===== config.mk =====
export PLATFORM = sky130hd
export DESIGN_NAME = hps_io
export DESIGN_NICKNAME = d
export VERILOG_FILES = /design/src/hw/hps_pkg.sv /design/src/hw/uio_if.sv /design/src/hw/cfg_regs.sv /design/src/hw/conf_str_rom.sv /design/src/hw/fio_download.sv /design/src/hw/hps_io.sv /design/src/hw/uio_frame.sv
export VERILOG_INCLUDE_DIRS = /design/src /design/src/include
export SDC_FILE = /design/constraint.sdc
export NUM_CORES = 1
export LEC_CHECK = 0
export BUFFER_PORTS_ARGS = -buffer_cell sky130_fd_sc_hd__buf_2
export CAP_MARGIN = 20
export CORE_MARGIN = 8
export CORE_UTILIZATION = 50
export CTS_CLUSTER_DIAMETER = 30
export CTS_CLUSTER_SIZE = 40
export DETAILED_ROUTE_END_ITERATION = 7
export PLACE_DENSITY_LB_ADDON = 0.05
export SETUP_SLACK_MARGIN = 0.05
export SYNTH_ARGS = -nofsm -noshare
export SYNTH_HDL_FRONTEND = slang
export SYNTH_SLANG_ARGS = --single-unit
export TNS_END_PERCENT = 5

===== constraint.sdc =====
create_clock -name clk_sys -period 3.1 [get_ports clk_sys]
set_input_delay 0.93 -clock clk_sys [delete_from_list [all_inputs] [get_ports clk_sys]]
set_output_delay 0.93 -clock clk_sys [all_outputs]
set_load 0.005 [all_outputs]

===== src/include/hps_io_settings.svh =====
// host command port settings
// word and counter widths, command codes, config string length

`ifndef HPS_IO_SETTINGS_SVH
`define HPS_IO_SETTINGS_SVH

// widths
`define HPS_WORD_W     16
`define HPS_CNT_W      6
`define HPS_ADDR_W     27
`define HPS_CONF_LEN   16

//////////////////////////////////////////////////
// user i/o channel commands
//////////////////////////////////////////////////
`define UIO_CFG         16'h0001
`define UIO_JOY0        16'h0002
`define UIO_JOY1        16'h0003
`define UIO_CONF_STR    16'h0014
`define UIO_STATUS      16'h001E
`define UIO_STATUS_SET  16'h0029

//////////////////////////////////////////////////
// file channel commands
//////////////////////////////////////////////////
`define FIO_FILE_TX     16'h0053
`define FIO_FILE_TX_DAT 16'h0054
`define FIO_FILE_INDEX  16'h0055
`define FIO_FILE_INFO   16'h0056

// high nibble of the status-set reply
`define HPS_STSET_TAG   4'hA

`endif


===== src/hw/hps_pkg.sv =====
// host command port types
// named vectors shared by the framer, registers and file decoder

`default_nettype none

`include "hps_io_settings.svh"

package hps_pkg;

	// one host word
	typedef logic [`HPS_WORD_W-1:0] word_t;

	// word index within a frame, saturating
	typedef logic [`HPS_CNT_W-1:0] cnt_t;

	typedef logic [63:0] status_t;
	typedef logic [31:0] joy_t;
	typedef logic [`HPS_ADDR_W-1:0] addr_t;

endpackage

`default_nettype wire


===== src/hw/uio_if.sv =====
// user i/o word stream
// framer output towards the register block and the config string ROM

`default_nettype none

interface uio_if (
	input wire clk_sys
);

	// registered data strobe, one cycle after the host strobe
	logic strobe;
	// index of the last data word, 0 right after the command
	hps_pkg::cnt_t cnt;
	hps_pkg::word_t cmd;
	hps_pkg::word_t din;

	// replies back to the framer
	hps_pkg::word_t rd_data;
	logic [7:0] rom_byte;

	modport frame (input clk_sys, output strobe, cnt, cmd, din, input rd_data, rom_byte);

	modport regs (input clk_sys, strobe, cnt, cmd, din, output rd_data);

	modport rom (input clk_sys, cnt, output rom_byte);

endinterface

`default_nettype wire


===== src/hw/cfg_regs.sv =====
// user i/o register block
// config bits, joysticks, status word and the status-set request

`default_nettype none

`include "hps_io_settings.svh"

module cfg_regs (
	input wire clk_sys,
	input wire reset,
	input wire hps_pkg::status_t status_in,
	input wire status_set,
	uio_if.regs bus,
	output logic [3:0] stset_cnt,
	output logic [1:0] buttons,
	output logic forced_scandoubler,
	output logic direct_video,
	output hps_pkg::joy_t joystick_0,
	output hps_pkg::joy_t joystick_1,
	output hps_pkg::status_t status
);

	hps_pkg::status_t status_req;
	logic status_set_d;
	// status slice for data words 1 to 4
	logic [1:0] wr_slot;

	assign wr_slot = bus.cnt[1:0] - 2'd1;

	//////////////////////////////////////////////////
	// host writes
	//////////////////////////////////////////////////
	always_ff @(posedge clk_sys) begin
		if (reset) begin
			buttons <= '0;
			forced_scandoubler <= 1'b0;
			direct_video <= 1'b0;
			joystick_0 <= '0;
			joystick_1 <= '0;
			status <= '0;
		end else if (bus.strobe) begin
			case (bus.cmd)
				`UIO_CFG: begin
					buttons <= bus.din[1:0];
					forced_scandoubler <= bus.din[4];
					direct_video <= bus.din[10];
				end
				`UIO_JOY0: begin
					if (bus.cnt == hps_pkg::cnt_t'(1))
						joystick_0[15:0] <= bus.din;
					else
						joystick_0[31:16] <= bus.din;
				end
				`UIO_JOY1: begin
					if (bus.cnt == hps_pkg::cnt_t'(1))
						joystick_1[15:0] <= bus.din;
					else
						joystick_1[31:16] <= bus.din;
				end
				`UIO_STATUS: begin
					// least significant slice first
					if (bus.cnt >= hps_pkg::cnt_t'(1) && bus.cnt <= hps_pkg::cnt_t'(4))
						status[{wr_slot, 4'b0000} +: 16] <= bus.din;
				end
				default: ;
			endcase
		end
	end

	//////////////////////////////////////////////////
	// status-set request from the core
	//////////////////////////////////////////////////
	always_ff @(posedge clk_sys) begin
		if (reset) begin
			status_set_d <= 1'b0;
			stset_cnt <= '0;
			status_req <= '0;
		end else begin
			status_set_d <= status_set;
			if (status_set && !status_set_d) begin
				stset_cnt <= stset_cnt + 1'b1;
				status_req <= status_in;
			end
		end
	end

	// the framer sends this on the strobe after index cnt,
	// so slice cnt answers data word cnt+1
	always_comb begin
		bus.rd_data = '0;
		if (bus.cmd == `UIO_STATUS_SET && bus.cnt < hps_pkg::cnt_t'(4))
			bus.rd_data = status_req[{bus.cnt[1:0], 4'b0000} +: 16];
	end

endmodule

`default_nettype wire


===== src/hw/conf_str_rom.sv =====
// configuration string ROM
// one byte per data word, read with one cycle of latency

`default_nettype none

`include "hps_io_settings.svh"

module conf_str_rom #(
	parameter logic [8*`HPS_CONF_LEN-1:0] CONF_STR = "DEMO;;O1,Test;-;"
) (
	input wire clk_sys,
	uio_if.rom bus
);

	localparam int ADDR_W = $clog2(`HPS_CONF_LEN);

	logic [7:0] rom [`HPS_CONF_LEN];

	// first character sits in the top byte of the string
	initial begin
		for (int i = 0; i < `HPS_CONF_LEN; i++) begin
			rom[i] = CONF_STR[8*(`HPS_CONF_LEN-i)-1 -: 8];
		end
	end

	always_ff @(posedge clk_sys) begin
		bus.rom_byte <= (bus.cnt < `HPS_CONF_LEN) ? rom[bus.cnt[ADDR_W-1:0]] : 8'h00;
	end

endmodule

`default_nettype wire


===== src/hw/fio_download.sv =====
// file channel decoder
// file index, extension and bytewide download writes

`default_nettype none

`include "hps_io_settings.svh"

module fio_download (
	input wire clk_sys,
	input wire reset,
	input wire io_strobe,
	input wire fp_enable,
	input wire hps_pkg::word_t io_din,
	output logic ioctl_download,
	output logic ioctl_wr,
	output hps_pkg::word_t ioctl_index,
	output logic [31:0] ioctl_file_ext,
	output hps_pkg::addr_t ioctl_addr,
	output logic [7:0] ioctl_dout
);

	hps_pkg::word_t cmd;
	logic has_cmd;
	// words after the command, saturating
	logic [1:0] cnt;
	// running write address
	hps_pkg::addr_t addr;
	logic wr_pend;

	always_ff @(posedge clk_sys) begin
		if (reset) begin
			cmd <= '0;
			has_cmd <= 1'b0;
			cnt <= '0;
			addr <= '0;
			wr_pend <= 1'b0;
			ioctl_wr <= 1'b0;
			ioctl_download <= 1'b0;
			ioctl_index <= '0;
			ioctl_file_ext <= '0;
			ioctl_addr <= '0;
			ioctl_dout <= '0;
		end else begin
			// write pulse trails the data strobe by two cycles
			ioctl_wr <= wr_pend;
			wr_pend <= 1'b0;
			if (!fp_enable) begin
				has_cmd <= 1'b0;
			end else if (io_strobe) begin
				if (!has_cmd) begin
					cmd <= io_din;
					has_cmd <= 1'b1;
					cnt <= '0;
				end else begin
					if (~&cnt)
						cnt <= cnt + 1'b1;
					case (cmd)
						`FIO_FILE_INDEX: ioctl_index <= io_din;
						`FIO_FILE_INFO: begin
							if (cnt == 2'd0)
								ioctl_file_ext[31:16] <= io_din;
							else if (cnt == 2'd1)
								ioctl_file_ext[15:0] <= io_din;
						end
						`FIO_FILE_TX: begin
							if (cnt == 2'd0) begin
								if (io_din[7:0] != 8'h00) begin
									addr <= '0;
									ioctl_addr <= '0;
									ioctl_download <= 1'b1;
								end else begin
									ioctl_download <= 1'b0;
								end
							end else if (cnt == 2'd1) begin
								addr[15:0] <= io_din;
								ioctl_addr[15:0] <= io_din;
							end else if (cnt == 2'd2) begin
								addr[`HPS_ADDR_W-1:16] <= io_din[`HPS_ADDR_W-17:0];
								ioctl_addr[`HPS_ADDR_W-1:16] <= io_din[`HPS_ADDR_W-17:0];
							end
						end
						`FIO_FILE_TX_DAT: begin
							if (ioctl_download) begin
								ioctl_addr <= addr;
								ioctl_dout <= io_din[7:0];
								wr_pend <= 1'b1;
								addr <= addr + 1'b1;
							end
						end
						default: ;
					endcase
				end
			end
		end
	end

endmodule

`default_nettype wire


===== src/hw/hps_io.sv =====
// host command port of the core
// user i/o channel and file download channel on one strobed word bus

`default_nettype none

`include "hps_io_settings.svh"

module hps_io #(
	parameter logic [8*`HPS_CONF_LEN-1:0] CONF_STR = "DEMO;;O1,Test;-;"
) (
	input wire clk_sys,
	input wire reset,
	input wire io_strobe,
	input wire io_enable,
	input wire fp_enable,
	input wire hps_pkg::word_t io_din,
	input wire hps_pkg::status_t status_in,
	input wire status_set,
	input wire ioctl_wait,
	output hps_pkg::word_t io_dout,
	output logic host_wait,
	output logic [1:0] buttons,
	output logic forced_scandoubler,
	output logic direct_video,
	output hps_pkg::joy_t joystick_0,
	output hps_pkg::joy_t joystick_1,
	output hps_pkg::status_t status,
	output logic ioctl_download,
	output logic ioctl_wr,
	output hps_pkg::word_t ioctl_index,
	output logic [31:0] ioctl_file_ext,
	output hps_pkg::addr_t ioctl_addr,
	output logic [7:0] ioctl_dout
);

	logic [3:0] stset_cnt;

	// host throttles itself on this level
	assign host_wait = ioctl_wait;

	uio_if u_bus (.clk_sys(clk_sys));

	//////////////////////////////////////////////////
	// user i/o channel
	//////////////////////////////////////////////////
	uio_frame u_frame (.clk_sys(clk_sys), .reset(reset), .io_strobe(io_strobe),
		.io_enable(io_enable), .io_din(io_din), .stset_cnt(stset_cnt),
		.io_dout(io_dout), .bus(u_bus.frame));

	cfg_regs u_regs (.clk_sys(clk_sys), .reset(reset), .status_in(status_in),
		.status_set(status_set), .bus(u_bus.regs), .stset_cnt(stset_cnt),
		.buttons(buttons), .forced_scandoubler(forced_scandoubler),
		.direct_video(direct_video), .joystick_0(joystick_0),
		.joystick_1(joystick_1), .status(status));

	conf_str_rom #(.CONF_STR(CONF_STR)) u_rom (.clk_sys(clk_sys), .bus(u_bus.rom));

	//////////////////////////////////////////////////
	// file channel
	//////////////////////////////////////////////////
	fio_download u_fio (.clk_sys(clk_sys), .reset(reset), .io_strobe(io_strobe),
		.fp_enable(fp_enable), .io_din(io_din), .ioctl_download(ioctl_download),
		.ioctl_wr(ioctl_wr), .ioctl_index(ioctl_index),
		.ioctl_file_ext(ioctl_file_ext), .ioctl_addr(ioctl_addr),
		.ioctl_dout(ioctl_dout));

endmodule

`default_nettype wire


===== src/hw/uio_frame.sv =====
// user i/o framer
// latches the command, counts data words and registers the reply word

`default_nettype none

`include "hps_io_settings.svh"

module uio_frame (
	input wire clk_sys,
	input wire reset,
	input wire io_strobe,
	input wire io_enable,
	input wire hps_pkg::word_t io_din,
	input wire [3:0] stset_cnt,
	output hps_pkg::word_t io_dout,
	uio_if.frame bus
);

	hps_pkg::word_t cmd;
	// index of the next incoming word, 0 is the command
	hps_pkg::cnt_t word_cnt;
	hps_pkg::word_t reply;

	assign bus.cmd = cmd;

	// reply for a data word
	always_comb begin
		if (cmd == `UIO_CONF_STR) begin
			reply = (word_cnt <= `HPS_CONF_LEN) ? {8'h00, bus.rom_byte} : '0;
		end else begin
			reply = bus.rd_data;
		end
	end

	always_ff @(posedge clk_sys) begin
		if (reset || !io_enable) begin
			cmd <= '0;
			word_cnt <= '0;
			io_dout <= '0;
			bus.strobe <= 1'b0;
			bus.cnt <= '0;
		end else begin
			bus.strobe <= 1'b0;
			if (io_strobe) begin
				if (~&word_cnt)
					word_cnt <= word_cnt + 1'b1;
				if (word_cnt == '0) begin
					cmd <= io_din;
					// status-set request counter goes out on the command word
					if (io_din == `UIO_STATUS_SET)
						io_dout <= {`HPS_STSET_TAG, 8'h00, stset_cnt};
					else
						io_dout <= '0;
				end else begin
					bus.strobe <= 1'b1;
					bus.cnt <= word_cnt;
					bus.din <= io_din;
					io_dout <= reply;
				end
			end
		end
	end

endmodule

`default_nettype wire


==> flow_metrics.env <==
export IMPL_synth_most_common_cell="nand2_1"
export IMPL_clock_sink_count=401
export IMPL_groute_layer_met3_usage_pct=6.46
export IMPL_critical_path_max_stage_delay_ps=580
export IMPL_detail_route_iter0_violations=1230
export IMPL_clk_transition_reported_paths_ps=50
export IMPL_timing_max_cap_violations=0
export IMPL_globalRoute_totalOverflow=0
export IMPL_worst_setup_path_start_kind="register"
export IMPL_final_min_clock_period_ps=2550
export IMPL_post_synth_instance_area_sq_mm=0.0165
export IMPL_routed_wl_mm=53.5
export IMPL_irDropWorstVdd_mv=0.416
export IMPL_starting_density_of_the_core_pct=50.7
export IMPL_fin_crit_sh_pct=82.2
export IMPL_netlist_top_cells_count="nand2_1, dfxtp_1, a21oi_1"
export IMPL_slew_headroom_pct=46.3
export IMPL_timing_reg2reg_worst_path_depth=9
export IMPL_grtUsageMet2_pct=40.3
export IMPL_worst_endpoint_required_ps=3580
export IMPL_cp_cell_sequence="inv_1 -> ha_1 -> nor4b_1 -> and3b_1 -> nor4_2 -> buf_4 -> buf_4 -> nor3_1 -> a211oi_1"
export IMPL_top_level_ports=321
export IMPL_grt_start_max_net_pins=164
export IMPL_synth_largest_type_area_fraction_pct=46.7
export IMPL_drive_above_1_share_pct=25.1
export IMPL_setup_worst_path_class="register to register"
export IMPL_die_area_sq_mm=0.0391
export IMPL_detail_route_wl_per_cell_um=19.4
export IMPL_cts_resized_gates=0
export IMPL_clock_latency_ps=580
export IMPL_highest_fanout_seen_on_the_critical_path=7
export IMPL_worstReg2RegEnd="u_fio.ioctl_addr[6]"
export IMPL_multi_input_comb_area_sq_mm=0.00760
export IMPL_hpwl_mm=36.0
export IMPL_report_final_hold_viol_count=0
export IMPL_ant_nets=0
export IMPL_critical_path_top_cell_by_count="buf_4"
export IMPL_yosysWarnings=0
export IMPL_number_of_buffers_and_inverters_on_the_critical_path=3
export IMPL_tritoncts="yes"
export IMPL_post_synth_cell_area_avg_sq_um=8.53
export IMPL_die_width_um=198
export IMPL_port_buffers=318
export IMPL_setup_viol_count_final=0
export IMPL_layout_area_overhead_vs_synth_pct=31.5
export IMPL_dpl_cell_count=2600
export IMPL_drtPass1Iterations=6
export IMPL_drt_vias_per_instance=5.61
export IMPL_hold_worst_slack_ps=433
export IMPL_synth_net_count=2037
export IMPL_cellPowerDensity_mw_per_mm2=712
export IMPL_endpoint="u_fio.ioctl_addr[6]"
export IMPL_busiest_layer="met2"
export IMPL_synth_cell_types=65
export IMPL_layout_area_seq_sq_mm=0.00819
export IMPL_fillCellCount=2762
export IMPL_critPathSlowestCell="nor4_2"
export IMPL_ctsRootBufferMaster="clkbuf_16"
export IMPL_post_synth_inst_count=1934
export IMPL_final_cells=2760
export IMPL_worstSetupPathDepth=9
export IMPL_slew_viol_final=0
export IMPL_grt_pass1_vias=14700
export IMPL_reg2reg_slack_ps=550
export IMPL_worst_r2r_startpoint="u_fio.cnt[1]"
export IMPL_cpLargestDelayFamily="simple AND/OR/NAND/NOR gates"
export IMPL_setup_fix_buffers_added_after_clock_tree_synthesis=0
export IMPL_tightest_slew_ps=805
export IMPL_crit_path_from="u_fio.cnt[1]"
export IMPL_core_area_sq_mm=0.0325
export IMPL_synth_async_sr_flop_share_pct=0
export IMPL_finish_net_count=2348
export IMPL_post_synth_top_area_cell="dfxtp_1"
export IMPL_launch_instance_of_the_worst_min_delay_path="u_fio.wr_pend"
export IMPL_synth_sequential_area_ratio_pct=49.6
export IMPL_ys_seq_elements=401
export IMPL_num_rows=66
export IMPL_holdCritPathClass="register to register"
export IMPL_grt_setup_unrepaired="false"
export IMPL_worstSetupEndpointType="register"
export IMPL_die_height_um=198
export IMPL_numCtsBuffers=85
export IMPL_grt_use_met1_pct=35.9
export IMPL_cts_htree_levels=3
export IMPL_cts_hold_buffers=0
export IMPL_number_of_antenna_violations_at_the_first_check_in_global_routing=2
export IMPL_fin_skew_ps=21.5
export IMPL_yosys_top_cells_area="dfxtp_1, nand2_1, a21oi_1, mux2i_1, nor2_1"
export IMPL_leakagePower_nw=9.20
export IMPL_synth_enable_flop_cells=16
export IMPL_clock_tree_buffer_depth=3
export IMPL_status="completed"
export IMPL_routed_via_count=15500
export IMPL_grt_pass1_wl_mm=82.5
export IMPL_cp_arrival_ps=3030
export IMPL_globalplace_congestion=0.838
export IMPL_max_clock_freq_mhz=392
export IMPL_synthFlopType="dfxtp_1"
export IMPL_overall_global_routing_usage_pct=26.3
export IMPL_route_detailed_drc=0
-- logic make-up after synthesis --
logic type / after synthesis / share of synthesized area, %
AND/OR/NAND/NOR: 822 / 23.0
AO/OA/AOI/OAI: 418 / 14.8
flip-flops: 401 / 49.6
buffers and inverters: 182 / 4.41
multiplexers: 87 / 6.50
adder cells (fa/ha/maj): 16 / 1.21
XOR/XNOR: 8 / 0.425
-- worst min-delay path by stage --
stage	end	slack (ps)	depth (start not counted)
after detailed placement	u_fio.ioctl_wr	430	1
after CTS	u_fio.ioctl_wr	430	1
after global routing	u_regs.status_req[62]	460	2
after floorplan	u_fio.ioctl_wr	410	1
after global placement	u_fio.ioctl_wr	430	1
final	u_fio.ioctl_wr	430	1
-- cells in the final DEF (no fill, tap or decap), types with 5 or more instances in the layout --
master,netlist,routed
mux2i_1,70,70
clkinvlp_4,0,5
clkbuf_8,0,15
inv_1,20,20
nor3_1,41,41
nor2_1,131,131
o22ai_1,5,5
or2_2,5,5
nor4_1,8,8
clkinv_2,0,18
buf_2,20,317
o21ai_0,7,7
nand4_1,24,24
a21oi_1,283,283
and4_1,8,8
mux4_2,16,16
or3_1,9,9
nand3_1,77,77
o32ai_1,19,19
ha_1,16,16
clkinv_4,0,7
clkbuf_16,0,90
xor2_1,6,6
buf_4,3,64
dfxtp_1,385,385
clkbuf_1,127,6
edfxtp_1,16,16
nand2b_1,20,19
a211oi_1,29,29
a31oi_1,20,20
a2bb2oi_1,6,6
nor3b_1,6,6
a22oi_1,27,27
nor2b_1,11,10
bufinv_16,0,13
and3_1,16,16
nand2_1,428,428
-- registers in the layout (all words and copies together) (netlist names), 2 cells and up --
name	cells
u_fio.addr	27
u_frame.bus.din	16
u_fio.cnt	2
u_fio.ioctl_dout	8
u_regs.status_req	64
u_frame.bus.cmd	16
u_regs.buttons	2
u_regs.status	64
u_fio.ioctl_file_ext	32
u_fio.ioctl_index	16
u_rom.bus.rom_byte	7
u_frame.word_cnt	6
u_fio.ioctl_addr	27
u_frame.bus.cnt	6
u_fio.cmd	16
u_regs.joystick_1	32
u_frame.io_dout	16
u_regs.joystick_0	32
u_regs.stset_cnt	4
-- per-stage QoR --
| stage | setup slack (ps) | cell area, sq um | setup TNS [ps] | util, % | total power (W) |
|---|---|---|---|---|---|
| final | 552 | 21700 | 0 | 66.6 | 0.0154 |
| after global routing | 358 | 21700 | 0 | 66.6 | 0.0159 |
| after CTS | 609 | 21700 | 0 | 66.6 | 0.0155 |
| after detailed placement | 122 | 18600 | 0 | 57.0 | 0.00590 |
| after global placement | -340 | 18600 | -5600 | 57.0 | 0.00589 |
| after floorplan | 59.1 | 16500 | 0 | - | 0.00570 |
-- report_power, final --
part / total (W) / internal [W] / switching [W]
Clock: 0.00962 / 0.00671 / 0.00291
Combinational: 0.000487 / 0.000169 / 0.000319
Sequential: 0.00533 / 0.00528 / 0.0000515
-- layout make-up --
type	count	share of cell area [%]
clock inverter	48	2.94
tap	442	2.55
antenna	1	0.0115
sequential	401	37.8
timing repair buffer	385	9.88
inverter	21	0.364
multi-input combinational	1351	35.0
clock buffer	111	11.4
-- routing by layer --
metal,vias up,share of wire (%)
li1,7378,-
met1,7369,44
met2,656,45
met3,92,8.4
met4,2,2.3
met5,-,0.024
Note: power is estimated with default switching activity, not from simulation.
